## src/hw/mam_pkg.sv

```systemverilog
/*
 * Shared definitions for the debug memory-access subsystem
 * Bus widths, memory geometry, debug run length and arbiter states
 */

package mam_pkg;

  // Address width of every bus in the subsystem
  localparam int PLEN = 32;

  // Data width, every access is one full word
  localparam int XLEN = 32;

  // Byte address split:
  //   [PLEN-1:BYTE_AW] word address
  //   [BYTE_AW-1:0]    byte in word, ignored by the memory
  localparam int BYTE_AW = 2;
  localparam int WORD_AW = PLEN - BYTE_AW;

  // On-chip SRAM size in words
  // Highest valid byte address is (MEM_WORDS - 1) * 4 = 1020
  localparam int MEM_WORDS = 256;

  // Index bits needed to address the word array
  localparam int MEM_AW = $clog2(MEM_WORDS);

  // Debug run length field, a run is 1 to 15 words
  // A zero length command is dropped by the engine
  localparam int LEN_W = 4;

  // Arbiter state register width
  localparam int STATE_W = 2;

  // Arbiter states
  // Nobody holds the bus
  localparam logic [STATE_W-1:0] ARB_IDLE = 2'd0;
  // Debug engine owns the bus for its whole run
  localparam logic [STATE_W-1:0] ARB_MAM = 2'd1;
  // CPU owns the bus while it keeps hmastlock high
  localparam logic [STATE_W-1:0] ARB_CPU = 2'd2;

endpackage

```

## src/hw/mam_ahb3_adapter.sv

```systemverilog
/*
 * Bus adapter between CPU port, debug engine and on-chip SRAM
 * Three-state arbiter, registered owner flag, request and response muxes
 */

module mam_ahb3_adapter
  import mam_pkg::*;
(
  input  logic            ahb3_in_clk_i,
  input  logic            reset_i,

  // CPU side, request held until hready
  input  logic            ahb3_in_hsel_i,
  input  logic            ahb3_in_hmastlock_i,
  input  logic [PLEN-1:0] ahb3_in_haddr_i,
  input  logic            ahb3_in_hwrite_i,
  input  logic [XLEN-1:0] ahb3_in_hwdata_i,
  output logic            ahb3_in_hready_o,
  output logic            ahb3_in_hresp_o,
  output logic [XLEN-1:0] ahb3_in_hrdata_o,

  // Debug engine side, Wishbone style
  input  logic            wb_cyc_i,
  input  logic            wb_stb_i,
  input  logic            wb_we_i,
  input  logic [PLEN-1:0] wb_adr_i,
  input  logic [XLEN-1:0] wb_dat_i,
  output logic            wb_ack_o,
  output logic            wb_err_o,
  output logic [XLEN-1:0] wb_dat_o,

  // Memory side
  output logic            mem_sel_o,
  output logic [PLEN-1:0] mem_addr_o,
  output logic            mem_write_o,
  output logic [XLEN-1:0] mem_wdata_o,
  input  logic            mem_ready_i,
  input  logic            mem_resp_i,
  input  logic [XLEN-1:0] mem_rdata_i
);

  logic [STATE_W-1:0] state_q;
  logic [STATE_W-1:0] state_d;
  logic               grant_cpu;
  logic               grant_mam;
  // High when the muxes point at the CPU
  logic               access_cpu_q;
  logic               cpu_sel;
  logic               mam_sel;

  // State and owner flag
  always_ff @(posedge ahb3_in_clk_i) begin
    if (reset_i) begin
      state_q      <= ARB_IDLE;
      access_cpu_q <= 1'b0;
    end else begin
      state_q <= state_d;
      // Owner follows the grant one cycle later, held while idle
      if (grant_cpu) begin
        access_cpu_q <= 1'b1;
      end else if (grant_mam) begin
        access_cpu_q <= 1'b0;
      end
    end
  end

  // Next state, debug side has priority from idle
  always_comb begin
    grant_cpu = 1'b0;
    grant_mam = 1'b0;
    state_d   = ARB_IDLE;

    case (state_q)
      ARB_IDLE: begin
        if (wb_cyc_i) begin
          state_d = ARB_MAM;
        end else if (ahb3_in_hmastlock_i) begin
          state_d = ARB_CPU;
        end
      end

      ARB_MAM: begin
        grant_mam = 1'b1;
        // Whole run stays on the debug side
        if (wb_cyc_i) begin
          state_d = ARB_MAM;
        end
      end

      ARB_CPU: begin
        grant_cpu = 1'b1;
        // Locked CPU access finishes first, then a waiting run goes next
        if (ahb3_in_hmastlock_i) begin
          state_d = ARB_CPU;
        end else if (wb_cyc_i) begin
          state_d = ARB_MAM;
        end
      end

      default: begin
        state_d = ARB_IDLE;
      end
    endcase
  end

  // Select only passes when owner flag and grant agree
  // Keeps a request out of the memory in the cycle the owner is about to flip,
  // so no response can land on the wrong side
  assign cpu_sel = access_cpu_q & grant_cpu & ahb3_in_hsel_i;
  assign mam_sel = ~access_cpu_q & ~grant_cpu & wb_stb_i;

  // Requests toward the memory
  assign mem_sel_o   = cpu_sel | mam_sel;
  assign mem_addr_o  = access_cpu_q ? ahb3_in_haddr_i : wb_adr_i;
  assign mem_write_o = access_cpu_q ? ahb3_in_hwrite_i : wb_we_i;
  assign mem_wdata_o = access_cpu_q ? ahb3_in_hwdata_i : wb_dat_i;

  // Responses to the CPU, zero when the debug side owns the bus
  assign ahb3_in_hready_o = access_cpu_q & mem_ready_i;
  assign ahb3_in_hresp_o  = access_cpu_q & mem_resp_i;
  assign ahb3_in_hrdata_o = access_cpu_q ? mem_rdata_i : '0;

  // Responses to the debug engine, zero when the CPU owns the bus
  assign wb_ack_o = ~access_cpu_q & mem_ready_i;
  assign wb_err_o = ~access_cpu_q & mem_resp_i;
  assign wb_dat_o = access_cpu_q ? '0 : mem_rdata_i;

  // After a full cycle in ARB_MAM the muxes must point at the debug engine
  a_owner_follows_mam : assert property (
    @(posedge ahb3_in_clk_i) disable iff (reset_i)
    (state_q == ARB_MAM) ##1 (state_q == ARB_MAM) |-> !access_cpu_q
  );

  // A select at the memory always belongs to a master that still holds its bus request
  a_sel_has_owner : assert property (
    @(posedge ahb3_in_clk_i) disable iff (reset_i)
    mem_sel_o |-> (access_cpu_q ? (ahb3_in_hsel_i && ahb3_in_hmastlock_i)
                                : (wb_stb_i && wb_cyc_i))
  );

endmodule

```

## config.mk

```make
export PLATFORM = sky130hd
export DESIGN_NAME = mam_ahb3_adapter
export DESIGN_NICKNAME = d
export VERILOG_FILES = /design/src/hw/mam_pkg.sv /design/src/hw/mam_ahb3_adapter.sv
export SDC_FILE = /design/constraint.sdc
export NUM_CORES = 1
export LEC_CHECK = 0
export ABC_AREA = 1
export BUFFER_PORTS_ARGS = -buffer_cell sky130_fd_sc_hd__buf_2
export CORE_AREA = 2 2 118 120
export CTS_CLUSTER_DIAMETER = 50
export DETAILED_ROUTE_END_ITERATION = 6
export DIE_AREA = 0 0 120 122
export GPL_ROUTABILITY_DRIVEN = 1
export HOLD_SLACK_MARGIN = 0.12
export MAX_ROUTING_LAYER = met4
export PLACE_DENSITY = 0.44
export SETUP_SLACK_MARGIN = 0.1
export SYNTH_ARGS = -nofsm -noshare
export SYNTH_HDL_FRONTEND = slang
export SYNTH_SLANG_ARGS = --single-unit
```

## constraint.sdc

```tcl
create_clock -name ahb3_in_clk_i -period 1.65 [get_ports ahb3_in_clk_i]
set_clock_uncertainty 0.15 [all_clocks]
set_input_delay 0.0825 -clock ahb3_in_clk_i [delete_from_list [all_inputs] [get_ports ahb3_in_clk_i]]
set_output_delay 0.0825 -clock ahb3_in_clk_i [all_outputs]
set_load 0.01 [all_outputs]
```

[Yosys cells after proc, flatten, opt, wreduce, memory -nomap -nowiden]
Index checks and enable logic that the tools add are counted.
Cells by class
  eq/ne operators: 2
  multiplexer cells: 14
  bitwise gates (word level): 11
  reductions and logical operators: 2
Operators by type and width (count)
  two-way mux 32 bit: 4
  bitwise AND 1 bit: 8
  two-way mux 1 bit: 6
  two-way mux 2 bit: 3
  case mux 2 bit (3 select lines): 1
  == test 2 x 1 -> 1 bit (second input constant): 1
  == test 2 bit (second input constant): 1
  logical NOT 2 bit: 1
  inverter 1 bit: 2
  nonzero test 2 bit: 1
  bitwise OR 1 bit: 1
Word-level totals
  bits in registers: 3
  input bits: 170
  word-level logic and storage cells: 31

[Depth between registers and ports, before layout]
  word-level depth: 6
  mapped depth: 6
  gate-level depth less buffers: 6

[Worst setup path before layout]
No wires, ideal clock.
  kind: register -> output
  start: register access_cpu_q
  end: output port wb_dat_o[10]
  data arrival time: 0.893 ns
  path slack: 0.525 ns
  cell stages (with the launch flop): 5
  path buffers: 3
  cell sequence: dfxtp_1 > buf_4 > buf_6 > buf_2 > nor2_1
On the way
  longest elaborated chain between the ends: 1
RTL lines
  start: declaration: RTL line mam_ahb3_adapter.sv:47  | logic access_cpu_q;
  start signal: assignment: RTL line mam_ahb3_adapter.sv:55  | access_cpu_q <= 1'b0;
  start signal: assignment: RTL line mam_ahb3_adapter.sv:60  | access_cpu_q <= 1'b1;
  start signal: assignment: RTL line mam_ahb3_adapter.sv:62  | access_cpu_q <= 1'b0;
  two-way mux 32 bit: RTL line mam_ahb3_adapter.sv:126  | assign wb_dat_o = access_cpu_q ? '0 : mem_rdata_i;
  end: declaration: RTL line mam_ahb3_adapter.sv:30  | output logic [XLEN-1:0] wb_dat_o,
Every way passes these cells.

[Worst setup path after layout]
  start: register access_cpu_q
  end: output port mem_wdata_o[2]
On the way
  longest elaborated chain between the ends: 1
RTL lines
  two-way mux 32 bit: RTL line mam_ahb3_adapter.sv:116  | assign mem_wdata_o = access_cpu_q ? ahb3_in_hwdata_i : wb_dat_i;
  end: declaration: RTL line mam_ahb3_adapter.sv:36  | output logic [XLEN-1:0] mem_wdata_o,
Every way passes these cells.

==> results.md <==
* HPWL after detailed placement: 7590 um
* maximum number of pins on one net before global-route repair: 76
* Cell Area, Synth: 1600 sq um
* Power Total: 1.70 mW
* clock-pin slew on the worst setup and hold paths: 0.03 ns
* Distinct cells, synth: 12
* starting density of the core: 11.8%
* Cells after Synth: 384
* HP Class: input pin to output port
* Avg Inst Size Synth: 4.15 sq um
* gpl congestion: 0.718
* total cell area at the placement stage: 3250 sq um
* beginning of the worst register-to-register path: state_q[0]
* peak supply drop: 0.000222 V
* synthesized flop and latch total: 3
* clock buffers created by TritonCTS: 3
* net count after synthesis: 558
* standard cell with the maximum stage delay on the critical path: sky130_fd_sc_hd__dfxtp_4
* TritonCTS clock tree: yes
* endpoint of the worst setup timing path: mem_wdata_o[2]
* Layout Nets: 853
* dpl cells: 848
* number of global-route vias before repair: 2778
* crit-path max cell delay: 0.39 ns
* Final Cycle Share: 89.8%
* clk root buf: sky130_fd_sc_hd__clkbuf_16
* maximum frequency from static timing analysis: 675 MHz
* final design area excluding fillers: 3440 sq um
* number of search-and-repair iterations in the first detailed-routing pass: 4
* area of the core region: 13500 sq um
* Via-to-Cell Ratio: 3.64
* number of hold violations in the final report: 0
* CP most frequent cell: sky130_fd_sc_hd__nand2_1
* global-route wire length before repair: 13100 um
* clock insertion delay at the later pin of the skew report: 0.22 ns
* fraction of layout cells with a size suffix above 1: 46.2%
* RSZ-0062 raised after global routing: false
* cell type contributing the most total cell area after synthesis: sky130_fd_sc_hd__nand2_1
* Max-slew headroom: 81.4%
* fraction of the yosys area taken by sequential cells: 3.76%
* area added between synthesis and finish: 115%
* worst reg-to-reg setup slack: 0.46 ns
* final setup violation count: 0
* starting DRC count in detailed routing: 63
* worst r2r path cells: 6
* status: finished, final reports clean
* total number of vias: 3126
* leakage component of the power: 2.65 nW
* max_cap viols: 0
* kind of critical path: register to output port
* proportion of netlist area held by the largest area contributor: 54.4%
* total grt overflow: 0
* Total Routed Length: 9520 um
* number of primary I/O pins: 304
* Critical Path RT: 1.42 ns
* min cycle time layout: 1.48 ns
* all-layer global routing usage: 11.3%
* r2r endpoint: state_q[0]
* overall die height: 122 um
* final number of max-transition violations: 0
* critical path capture point type: output port
* die footprint: 14600 sq um
* startpoint of the most critical setup path: access_cpu_q
* number of standard cells in the layout, taps in and fillers out: 859
* warning count from the yosys run: 0
* remaining antenna violation count: 0
* top cells by area in the synthesized netlist: sky130_fd_sc_hd__nand2_1, sky130_fd_sc_hd__inv_1, sky130_fd_sc_hd__nor2_1
* critical path peak fanout: 59
* Avg WL per Cell: 11.1 um
* chain of cells forming the critical path: buf_12 -> nand2_1 -> nand2_1 -> buf_2
* die width: 120 um
* summed negative setup slack over all endpoints: 0 ns
* Port-buffer cells: 303
* worst slew pin tran: 0.279 ns
* antenna violations before repair: 1
* Longest Clk Path Bufs: 2
* fill cell total of the finished layout: 1622
* signal arrival time at the worst endpoint: 1.25 ns
* kind of launch point of the worst setup path: register
* power density over the cells: 495 nW/um^2
* Setup Buffers After CTS: 0
* total number of placement rows: 43
* DRC violation count after routing: 0
* clock sink count: 3
* # H-tree levels: 1
## placed cells by master, fill, tap and decap left out
master / Yosys / final
sky130_fd_sc_hd__buf_2: 12 / 303
sky130_fd_sc_hd__nand2_1: 231 / 231
sky130_fd_sc_hd__inv_1: 76 / 76
sky130_fd_sc_hd__nor2_1: 42 / 42
sky130_fd_sc_hd__clkbuf_16: 0 / 5
sky130_fd_sc_hd__nand3_1: 4 / 4
sky130_fd_sc_hd__ha_1: 4 / 4
sky130_fd_sc_hd__dlygate4sd3_1: 0 / 4
sky130_fd_sc_hd__buf_12: 0 / 2
sky130_fd_sc_hd__dfxtp_1: 3 / 2
sky130_fd_sc_hd__diode_2: 0 / 1
sky130_fd_sc_hd__inv_4: 0 / 1
sky130_fd_sc_hd__o21ai_0: 1 / 1
sky130_fd_sc_hd__dfxtp_4: 0 / 1
sky130_fd_sc_hd__clkbuf_1: 3 / 1
sky130_fd_sc_hd__buf_16: 0 / 1
## registers in the layout, summed over array words and instances, names as in the netlist
name / count
access_cpu_q: 1
state_q: 2
## layout make-up
class | count | area, sq um | area share, %
repair buffers | 312 | 1670 | 48.7
multi-input cells | 282 | 1100 | 32.0
inverters | 77 | 292 | 8.49
diodes | 1 | 2.50 | 0.0728
clock buffers | 4 | 78.8 | 2.29
well taps | 180 | 225 | 6.55
flip-flops and latches | 3 | 63.8 | 1.86
## how the worst min path moves through the flow
stage,startpoint,endpoint,slack [ns],cells after the start
floorplan,wb_cyc_i,state_q[0],0.08,2
global placement,wb_cyc_i,state_q[0],0.21,3
detailed placement,wb_cyc_i,state_q[0],0.21,3
CTS,wb_adr_i[6],mem_addr_o[6],0.29,4
global route,ahb3_in_haddr_i[6],mem_addr_o[6],0.30,4
finish,wb_adr_i[6],mem_addr_o[6],0.29,4
## synthesized netlist by cell type
cell and n:
sky130_fd_sc_hd__nand3_1 4, sky130_fd_sc_hd__inv_2 1, sky130_fd_sc_hd__dfxtp_1 3, sky130_fd_sc_hd__o21ai_0 1, sky130_fd_sc_hd__ha_1 4, sky130_fd_sc_hd__buf_4 1, sky130_fd_sc_hd__buf_6 6, sky130_fd_sc_hd__nor2_1 42
sky130_fd_sc_hd__clkbuf_1 3, sky130_fd_sc_hd__nand2_1 231, sky130_fd_sc_hd__buf_2 12, sky130_fd_sc_hd__inv_1 76
## routing by layer
layer  up-vias  part of all wire, %  wire length [um]  global-route usage (%)
met5         -                    0                 0                       -
met4         0                 0.19                18                    2.13
met3         2                  9.7               926                    1.45
met2       192                   49              4670                    20.5
met1      1282                   41              3910                    13.3
li1       1650                    -                 -                       -
## critical path, delay by kind of cell, from the launching register on
| family | cells | cell delay [ns] |
|---|---|---|
| and+or+nand+nor | 2 | 0.24 |
| DFF | 1 | 0.39 |
| buffers and inverters | 2 | 0.37 |
## cell families (layout without fill, tap and decap cells)
kind of cell / after synthesis / count (layout) / synth area share [%]
AND/OR/NAND/NOR: 277 / 277 / 65.5
adder cells (fa/ha/maj): 4 / 4 / 3.14
flip-flops: 3 / 3 / 3.76
other: 0 / 1 / 0
buffers and inverters: 99 / 393 / 27.3
AO/OA/AOI/OAI: 1 / 1 / 0.313
## power by group
part           switching (mW)  total (mW)  internal [mW]
Sequential            0.00936      0.0885         0.0792
Combinational           0.687        1.23          0.544
Clock                  0.0635       0.382          0.319
Total                   0.759        1.70          0.942
## metrics by stage
step | utilization, % | hold slack, ns | setup slack, ns
2_1_floorplan | - | 0.0767 | 0.525
3_3_place_gp | 24.1 | 0.211 | 0.356
3_5_place_dp | 24.1 | 0.214 | 0.333
4_1_cts | 25.1 | 0.287 | 0.0989
5_1_grt | 25.4 | 0.304 | 0.104
6_report | 25.4 | 0.285 | 0.169
## what timing repair did
action                                  CTS  global route
pin swaps                                 0             2
resized for setup                         0             3
gates cloned                              0             2
hold endpoints to repair                  3             2
hold buffers                              5             1
endpoints found under the setup margin    1            53
(Power assumes the default switching activity.)
