===== src/hw/mam_pkg.sv =====
/*
 * Shared definitions for the debug memory-access subsystem
 * Bus widths, memory geometry, debug run length and arbiter states
 */

package mam_pkg;

  // Address width of every bus in the subsystem
  localparam int PLEN = 32;

  // Data width, every access is one full word
  localparam int XLEN = 32;

  // Byte address split:
  //   [PLEN-1:BYTE_AW] word address
  //   [BYTE_AW-1:0]    byte in word, ignored by the memory
  localparam int BYTE_AW = 2;
  localparam int WORD_AW = PLEN - BYTE_AW;

  // On-chip SRAM size in words
  // Highest valid byte address is (MEM_WORDS - 1) * 4 = 1020
  localparam int MEM_WORDS = 256;

  // Index bits needed to address the word array
  localparam int MEM_AW = $clog2(MEM_WORDS);

  // Debug run length field, a run is 1 to 15 words
  // A zero length command is dropped by the engine
  localparam int LEN_W = 4;

  // Arbiter state register width
  localparam int STATE_W = 2;

  // Arbiter states
  // Nobody holds the bus
  localparam logic [STATE_W-1:0] ARB_IDLE = 2'd0;
  // Debug engine owns the bus for its whole run
  localparam logic [STATE_W-1:0] ARB_MAM = 2'd1;
  // CPU owns the bus while it keeps hmastlock high
  localparam logic [STATE_W-1:0] ARB_CPU = 2'd2;

endpackage


===== src/hw/mam_wb_master.sv =====
/*
 * Debug memory-access engine
 * Turns one command pulse into a run of word accesses in one bus cycle
 */

module mam_wb_master
  import mam_pkg::*;
(
  input  logic             ahb3_in_clk_i,
  input  logic             reset_i,

  // Command port
  input  logic             cmd_valid_i,
  input  logic [PLEN-1:0]  cmd_addr_i,
  input  logic             cmd_we_i,
  input  logic [LEN_W-1:0] cmd_len_i,
  input  logic [XLEN-1:0]  cmd_wdata_i,
  output logic             cmd_busy_o,
  output logic             cmd_done_o,
  output logic             cmd_err_o,
  output logic             rd_valid_o,
  output logic [XLEN-1:0]  rd_data_o,

  // Bus master port
  output logic             wb_cyc_o,
  output logic             wb_stb_o,
  output logic             wb_we_o,
  output logic [PLEN-1:0]  wb_adr_o,
  output logic [XLEN-1:0]  wb_dat_o,
  input  logic             wb_ack_i,
  input  logic             wb_err_i,
  input  logic [XLEN-1:0]  wb_dat_i
);

  // One word step in byte addresses
  localparam logic [PLEN-1:0] ADR_STEP = PLEN'(1 << BYTE_AW);

  logic             cyc_q;
  logic             stb_q;
  logic             err_q;
  logic             done_q;
  logic             rd_valid_q;
  logic             we_q;
  logic [PLEN-1:0]  adr_q;
  logic [XLEN-1:0]  dat_q;
  logic [XLEN-1:0]  rd_data_q;
  // Words still to go, including the current one
  logic [LEN_W-1:0] cnt_q;
  logic             start;
  logic             word_end;
  logic             last_word;

  // Zero length commands are dropped
  assign start     = ~cyc_q & cmd_valid_i & (cmd_len_i != '0);
  assign word_end  = stb_q & (wb_ack_i | wb_err_i);
  assign last_word = (cnt_q == LEN_W'(1));

  // Run control
  always_ff @(posedge ahb3_in_clk_i) begin
    if (reset_i) begin
      cyc_q      <= 1'b0;
      stb_q      <= 1'b0;
      err_q      <= 1'b0;
      done_q     <= 1'b0;
      rd_valid_q <= 1'b0;
    end else begin
      done_q     <= 1'b0;
      rd_valid_q <= 1'b0;
      if (start) begin
        cyc_q <= 1'b1;
        stb_q <= 1'b1;
        err_q <= 1'b0;
      end else if (word_end) begin
        // stb drops for one cycle between words
        stb_q      <= 1'b0;
        err_q      <= err_q | wb_err_i;
        rd_valid_q <= ~we_q;
        if (last_word) begin
          cyc_q  <= 1'b0;
          done_q <= 1'b1;
        end
      end else if (cyc_q && !stb_q) begin
        stb_q <= 1'b1;
      end
    end
  end

  // Command latch, address and data stepping
  always_ff @(posedge ahb3_in_clk_i) begin
    if (start) begin
      adr_q <= cmd_addr_i;
      we_q  <= cmd_we_i;
      dat_q <= cmd_wdata_i;
      cnt_q <= cmd_len_i;
    end else if (word_end) begin
      adr_q <= adr_q + ADR_STEP;
      dat_q <= dat_q + XLEN'(1);
      cnt_q <= cnt_q - LEN_W'(1);
      if (!we_q) begin
        rd_data_q <= wb_dat_i;
      end
    end
  end

  assign cmd_busy_o = cyc_q;
  assign cmd_done_o = done_q;
  // Sticky over the run, valid with cmd_done_o
  assign cmd_err_o  = err_q;
  assign rd_valid_o = rd_valid_q;
  assign rd_data_o  = rd_data_q;

  assign wb_cyc_o = cyc_q;
  assign wb_stb_o = stb_q;
  assign wb_we_o  = we_q;
  assign wb_adr_o = adr_q;
  assign wb_dat_o = dat_q;

  a_stb_in_cyc : assert property (
    @(posedge ahb3_in_clk_i) disable iff (reset_i)
    wb_stb_o |-> wb_cyc_o
  );

endmodule


===== config.mk =====
export PLATFORM = sky130hd
export DESIGN_NAME = mam_wb_master
export DESIGN_NICKNAME = d
export VERILOG_FILES = /design/src/hw/mam_pkg.sv /design/src/hw/mam_wb_master.sv
export SDC_FILE = /design/constraint.sdc
export NUM_CORES = 1
export LEC_CHECK = 0
export ABC_AREA = 1
export BUFFER_PORTS_ARGS = -buffer_cell sky130_fd_sc_hd__clkbuf_2
export CAP_MARGIN = 20
export CORE_AREA = 10 10 116 118
export CTS_BUF_LIST = sky130_fd_sc_hd__clkbuf_4 sky130_fd_sc_hd__clkbuf_8 sky130_fd_sc_hd__clkbuf_16
export DETAILED_ROUTE_END_ITERATION = 10
export DIE_AREA = 0 0 126 128
export PLACE_DENSITY_LB_ADDON = 0.25
export SLEW_MARGIN = 20
export SYNTH_ARGS = -nofsm -noshare
export SYNTH_HDL_FRONTEND = slang
export SYNTH_SLANG_ARGS = --single-unit

===== constraint.sdc =====
create_clock -name ahb3_in_clk_i -period 19 [get_ports ahb3_in_clk_i]
set_input_delay 3.8 -clock ahb3_in_clk_i [delete_from_list [all_inputs] [get_ports ahb3_in_clk_i]]
set_output_delay 3.8 -clock ahb3_in_clk_i [all_outputs]
set_load 0.05 [all_outputs]

# Yosys cells after proc, flatten, opt, wreduce, memory -nomap -nowiden
# Cells that the tools add are included.
# classes
addsub	3
n_mul	0
n_div	0
magnitude_cmp	0
eq_ne	1
n_shift	0
n_mux	13
bitwise_logic	9
reduce_logical	10
# op_table
op	n
$mux 32	4
$add 32x1->32 const B	1
$add 32x3->32 const B	1
$mux 4	2
$mux 1	7
$eq 4x1->1 const B	1
$not 1->1	4
$reduce_bool 2->1	2
$reduce_bool 4->1	1
$sub 4x1->4 const B	1
$and 1x1->1	3
$reduce_and 3->1	1
$reduce_bool 3->1	1
$reduce_or 3->1	1
$or 1x1->1	2
$reduce_and 2->1	1
$reduce_or 2->1	1
$logic_and 1x1->1	1
$logic_not 1->1	1
# word_totals
reg_bits	106
latch_bits	0
ram_bits	0
rom_bits	0
input_bits	106
output_inout_bits	103
wordCells	46
n_memories	0

# Longest topological paths before layout
# Gate-level depths: netlist (run 1).
# logic_depth
word_depth	5
mapped_depth	9
depth_no_buf	9

# Least setup slack after synthesis (run 1)
# Ideal clock, no wire load.
# synth_timing
kind	input port to flip-flop
from	input port wb_ack_i
to	register cnt_q[0] (enable)
setup_ps	581
t_arrival_ps	8483
required_ps	18419
slack_ps	9935
stages	2
path_buffers	0
path_cell_list	nor2_1 > o21ai_0
# synth_via
elab_chain_cells	3
# synth_lines
item	line_no	rtl
from (decl)	mam_wb_master.sv:30	input logic wb_ack_i,
$or 1x1->1	mam_wb_master.sv:55	assign word_end = stb_q & (wb_ack_i | wb_err_i);
$and 1x1->1	mam_wb_master.sv:55	
$reduce_bool 2->1 (no line)	n/a	
to (signal assigned)	mam_wb_master.sv:94	cnt_q <= cmd_len_i;
to (signal assigned)	mam_wb_master.sv:98	cnt_q <= cnt_q - LEN_W'(1);
to (decl)	mam_wb_master.sv:48	logic [LEN_W-1:0] cnt_q;
# Every way passes these cells.
# A chain may end at the register's enable or synchronous reset.

# Final worst setup path (run 1)
# layout_timing
from	input port cmd_len_i[2]
to	register adr_q[10], in the netlist wb_adr_o[10] (data pin)
# layout_via
elab_chain_cells	3
# layout_lines
item	line_no	rtl
from (decl)	mam_wb_master.sv:16	input logic [LEN_W-1:0] cmd_len_i,
$reduce_bool 4->1	mam_wb_master.sv:54	assign start = ~cyc_q & cmd_valid_i & (cmd_len_i != '0);
$and 1x1->1	mam_wb_master.sv:54	
$mux 32	mam_wb_master.sv:90	if (start) begin
to (signal assigned)	mam_wb_master.sv:91	adr_q <= cmd_addr_i;
to (signal assigned)	mam_wb_master.sv:96	adr_q <= adr_q + ADR_STEP;
to (decl)	mam_wb_master.sv:44	logic [PLEN-1:0] adr_q;
# Every way passes these cells.

==> results.md, run 1 <==
- Synth area leaders: edfxtp_1 (51%), nand2_1 (18%), nand3_1 (5.3%)
- Util after Layout: approximately 66%
- CTS H-tree lvls: 3
- DRT met1 WL: approximately 6.4 mm
- First-pass GRT wire length: ~25 mm
- DRT iter0 DRCs: approximately 310
- CTS Buffer Depth: 2
- Yosys warnings: 0
- Largest net degree at the start of global routing: 54
- Setup violators final: 0
- Max-cap viol count: 0
- Vias per cell: ~4.9
- Clk Latency, worst-skew pair: 0.35 ns
- Overflow after GRT: 0
- Sequential element share of the synthesized area: 53.0%
- Status: completed
- Die X: roughly 130 um
- WL/cell: 15.3 um
- Crit path max-delay family: buffers and inverters
- Synth cell count leaders: nand2_1 (277), edfxtp_1 (101), nor2_1 (75)
- Met2 wire len: 8.37 mm
- Ant diodes: 0
- EDFF count, synth: between 100 and 150
- Avg Cell Area, Syn: around 8.5 um^2
- Die area: 0.0161 mm^2
- Most frequent cell after synthesis: nand2_1
- CP Cell Sequence: clkbuf_2 > nor2_1 > nand3_1 > nand3_2 > buf_4 > inv_2 > buf_4 > nand2_1 > o21ai_0
- CP required: roughly 19 ns
- Final period util: roughly 30%
- Global-route usage over all layers: approximately a fifth
- RSZ-0062 raised after global routing: no
- Crit start category: primary input
- Synth area leader: edfxtp_1
- Leak: roughly 0.0035 uW
- Starting Density: 52.6%
- Clock root buffer master: clkbuf_16
- Final min period: 5.67 ns
- Max_slew headroom: 34.3%
- Number of global-route vias before repair: about 5200
- Synth Flop Type: edfxtp_1
- Setup_tns: 0 ns
- Worst hold path type: reg2reg
- Area Overhead vs Synth: 24.7%
- Via count: between 5000 and 6000
- Worst Path Max Fanout: 53
- Row count: 39
- Synthesized cell area: approximately 0.0059 mm^2
- Fmax: between 0.15 and 0.2 GHz
- Setup bufs post-CTS: 0
- I/O pin count: roughly 210
- Final Max Slew Viols: 0
- Routed WL: about 16 mm
- Final Hold Viols: 0
- Crit. End Element: register
- Async set-reset flop share out of synthesis: 0%
- Cell variety after synth: 26
- DR top layer: met4
- Worst path buffer plus inverter count: 4
- IO buf count: roughly 210
- DR pass1 iterations: 5
- Top cell type's share of synthesized area: 51.3%
- Worst slew pin tran: 0.982 ns
- CTS tree: done
- Post-Syn Instances: roughly 700
- Reg clk slew, reported paths: about 0.080 ns
- #FFs+latches synth: about 110
- Final Skew: 0.0125 ns
- Fill cells: ~1000
- R2R setup slack: around 17 ns
- CTS Buf Count: 9
- Post-layout nets: 1016
- CP arrival: 5.74 ns
- Hold_buf cts: 0
- Max VDD drop: 0.0000665 V
- Core area: around 0.011 mm^2
- Routed met3 length: about 1.1 mm
- GP Congestion: roughly 0.99
- CP Class: in2reg
- Most frequent CP cell: buf_4
- Syn nets: just over 800
- Share of layout cells above drive strength 1: 29.9%
- Initial antenna violation count: 0
- Post_cts resized: 0
- # DRC: 0
- Vert. Die Dim: roughly 130 um
- Pwr dens: approximately 98 mW/mm^2
- Slowest-stage cell, CP: buf_4
- ANT nets after route: 0
- Sink Count: 106
- Worst path max stage delay: about 0.52 ns
- Hpwl dp: roughly 13 mm
[layer usage]
metal  global-route usage (%)  vias up
met2                     33.9      168
met4                     5.89        0
met5                        0        -
met1                     22.2     2333
met3                     5.50       22
li1                         -     2655
[worst reg2reg max path, stage by stage (launching register included)]
cell and delay, ns:
dfxtp_1 0.34, inv_1 0.07, nand3_2 0.06, buf_4 0.33
inv_2 0.61, buf_4 0.52, nor2_1 0.13, nand2_1 0.07
nand2_1 0.04
[flip-flops by register name, summed over array words and instances (netlist names)]
signal	count
wb_stb_o	1
rd_valid_o	1
cnt_q	4
wb_adr_o	32
cmd_err_o	1
wb_we_o	1
cmd_done_o	1
rd_data_o	32
wb_dat_o	32
cmd_busy_o	1
[cell type report]
class | instances | area (um^2) | share of cell area (%)
clock inverter | 7 | 70.1 | 0.952
multi-input combinational | 512 | 2440 | 33.2
sequential | 106 | 3130 | 42.5
clock buffer | 9 | 225 | 3.06
timing repair buffer | 212 | 1070 | 14.5
inverter | 65 | 244 | 3.31
tap | 143 | 179 | 2.43
[kinds of logic (layout without fill, tap and decap cells)]
| logic type | after synthesis | after routing | synth area share [%] |
|---|---|---|---|
| compound gates | 23 | 23 | 1.97 |
| xor+xnor | 22 | 22 | 3.26 |
| fa+ha+maj | 4 | 4 | 0.847 |
| buf+inv | 80 | 293 | 5.87 |
| flops | 106 | 106 | 53.0 |
| simple gates | 463 | 463 | 35.0 |
[path summary, 6_finish.rpt]
kind                     start           end  cells after the start
hold / removal         wb_we_o    rd_valid_o                      1
hold reg to reg        wb_we_o    rd_valid_o                      1
setup / recovery  cmd_len_i[2]  wb_adr_o[10]                      9
setup reg to reg    cmd_busy_o  wb_adr_o[18]                      8
[stage by stage]
stage / worst slack [ns] / hold slack (ns) / instances / cell area (um^2) / power (uW)
2_1_floorplan: 9.94 / 0.549 / 698 / 5910 / 489
3_3_place_gp: 13.03 / 0.499 / 1038 / 7070 / 542
3_5_place_dp: 12.97 / 0.508 / 1038 / 7070 / 545
4_1_cts: 13.35 / 0.520 / 1054 / 7360 / 729
5_1_grt: 13.15 / 0.546 / 1054 / 7360 / 761
6_report: 13.33 / 0.513 / 1054 / 7360 / 725
[power by group]
part,total (uW),internal (uW),switching (uW)
registers,326,295,30.6
logic,214,52.4,162
clock network,185,92.8,92.5
total,725,440,285
[placed cells by master, fill, tap and decap left out, drive strengths merged]
cell and n:
o21ai 20, clkinvlp 1, clkinv 2, nand3 63, nor3 5, xnor2 3
nor2 99, inv 69, nand2 290, dfxtp 5, ha 4, a21oi 2
and2 2, edfxtp 101, buf 4, a31oi 1, or2 3, clkbuf 217
nor4 1, xor2 19
Power figures use the tool's default switching activity.
==> inputs of run 2 (changes only) <==
- CORE_AREA: 10 10 116 118 -> 10 10 125 127
- DIE_AREA: 0 0 126 128 -> 0 0 135 137
- clock period: 19 -> 4.85 ns (I/O delays scaled with it)
==> run 2 against run 1 <==
  * Clock skew down 0.0046 ns
  * Sequential share of layout area down 0.81 points
  * Non-clock buffer count up 2
  * Critical endpoint is now wb_adr_o[15]
  * Combinational power rose to 4.0 times the previous value
  * Via count down 0.48%
  * Largest cell class unchanged
==> results.md, run 2 (synthesized netlist as in run 1, its figures left out) <==
- Status: completed
- Area Overhead vs Synth: 27.1%
- Hold_buf cts: 0 (unchanged)
- Vert. Die Dim: 137 um (+7.0%)
- Final Max Slew Viols: 0 (unchanged)
- Share of layout cells above drive strength 1: 30.0% (+0.15 points)
- Ant diodes: 0 (unchanged)
- GP Congestion: 0.901 (-8.7%)
- Largest net degree at the start of global routing: 43 (-20%)
- Placed instance count: 1072 (+3.3%)
- R2R setup slack: 2.17 ns (-14.42 ns)
- Max VDD drop: 0.000214 V (+220%)
- Vias per cell: 4.73 (-3.7%)
- CTS tree: done
- Global-route usage over all layers: 17.5% (-1.7 points)
- Setup bufs post-CTS: 0 (unchanged)
- Crit start category: primary input
- Reg2Reg Depth: 8 (unchanged)
- Final min period: roughly 3.1 ns
- Worst reg2reg startpoint: cmd_busy_o
- Final period util: 63.6%
- Final Skew: 0.00788 ns (-0.00464 ns)
- Hpwl dp: 13.0 mm (+3.4%)
- Commonest non-fill, non-tap cell in the layout: nand2_1
- Reg clk slew, reported paths: 0.07 ns (about the same)
- ANT nets after route: 0 (unchanged)
- Clk Latency, worst-skew pair: 0.36 ns (about the same)
- Min Hold Slack: 0.532 ns (+0.0197 ns)
- # DRC: 0 (unchanged)
- Hold Crit Start: cmd_err_o
- Leak: 0.00358 uW (+1.3%)
- Overflow after GRT: 0 (unchanged)
- Worst Path Max Fanout: 42 (-21%)
- Util after Layout: 57.4% (-8.2 points)
- DR pass1 iterations: 4 (-1)
- WL/cell: 15.2 um (-0.65%)
- IO buf count: 208 (unchanged)
- Setup violators final: 0 (unchanged)
- I/O pin count: 209 (unchanged)
- Worst Hold Depth: 2 (+1)
- Max-cap viol count: 0 (unchanged)
- Pwr dens: 398 mW/mm^2 (+300%)
- Worst hold path type: reg2reg
- Row count: 42 (+7.7%)
- WHS Endpoint: cmd_err_o
- CP arrival: 3.20 ns (-2.54 ns)
- Max_slew headroom: 52.6% (+18 points)
- Post-layout nets: 1018 (+0.20%)
- CTS Buf Count: 9 (unchanged)
- Initial antenna violation count: 1 (+1)
- Worst slew pin tran: 0.710 ns (-0.272 ns)
- Final Hold Viols: 0 (unchanged)
- Worst R2R End: wb_adr_o[15]
- RSZ-0062 raised after global routing: no
- Core area: 0.0131 mm^2 (+17%)
- DRT iter0 DRCs: 349 (+12%)
- CTS Buffer Depth: 2 (unchanged)
- Die area: 0.0185 mm^2 (+15%)
- Clock root buffer master: clkbuf_16
- Setup_tns: 0 ns (unchanged)
- Crit. End Element: register
- Fmax: roughly 0.32 GHz
- Die X: 135 um (+7.1%)
- CP Class: in2reg
- Commonest cells after routing, fill and taps aside: nand2_1 (277), clkbuf_2 (208), edfxtp_1 (101)
- Via count: 5153 (-0.48%)
- First-pass GRT wire length: 25.6 mm (+0.92%)
- Routed WL: 16.6 mm (+2.6%)
- Starting Density: 45.1% (-7.5 points)
- Non-filler cells, final: 1089 (+3.3%)
- Number of global-route vias before repair: 5207 (+0.85%)
- Sink Count: 106 (unchanged)
- Post_cts resized: 0 (unchanged)
- CTS H-tree lvls: 3 (unchanged)
- CP required: 4.97 ns (-14.11 ns)
run 2: cell types whose count changed in the layout (fill, tap and decap cells not counted):
cell | before | now
inv_8 | 1 | 0
bufinv_16 | 0 | 3
buf_12 | 0 | 1
clkinv_8 | 1 | 0
inv_6 | 3 | 2
buf_16 | 0 | 1
run 2: where the power goes:
part / total (uW) / leakage (uW) / internal, uW / switching, uW
clock network: 856 / 0.000167 / 509 / 347
logic: 850 / 0.00239 / 214 / 636
registers: 1280 / 0.00102 / 1160 / 121
run 2: worst max-delay path, cell delays in order:
cell and delay, ns:
clkbuf_2 0.08, inv_1 0.04, nand3_1 0.08, nand3_2 0.54
buf_4 0.48, inv_2 0.55, buf_12 0.27, nor2_1 0.06
nand2_1 0.05, nand2_1 0.04
run 2: metrics by stage:
| step | cell area (um^2) | worst slack, ns | power, uW |
|---|---|---|---|
| detailed placement | 7130 | 1.35 | 2150 |
| global placement | 7130 | 1.41 | 2140 |
| floorplan | 5910 | 0.400 | 1910 |
| finish | 7510 | 1.77 | 2980 |
| global route | 7510 | 1.53 | 3130 |
| CTS | 7480 | 1.74 | 3000 |
run 2: how the worst max path moves through the flow:
stage,from,endpoint,slack (ns),cells after the start
after floorplan,wb_ack_i,cnt_q[0],0.40,2
final,cmd_len_i[0],wb_adr_o[15],1.77,10
after global placement,cmd_len_i[0],wb_adr_o[15],1.41,10
after detailed placement,cmd_len_i[0],wb_adr_o[15],1.35,10
after CTS,cmd_len_i[0],wb_adr_o[15],1.74,10
after global routing,cmd_len_i[2],wb_adr_o[15],1.53,10
run 2: final cells by class:
type / count / area (um^2)
flip-flops and latches: 106 / 3130
inverters: 65 / 244
clock buffers: 9 / 225
well taps: 176 / 220
multi-input cells: 512 / 2440
repair buffers: 214 / 1120
fillers: 1210 / 5580
clock inverters: 7 / 124
run 2: metal layers:
layer / global-route usage (%) / up-vias / wire length (um)
met2: 30.8 / 155 / 8420
met3: 5.35 / 19 / 1230
li1: - / 2652 / -
met5: 0 / - / 17
met1: 19.4 / 2325 / 6630
met4: 7.06 / 2 / 295
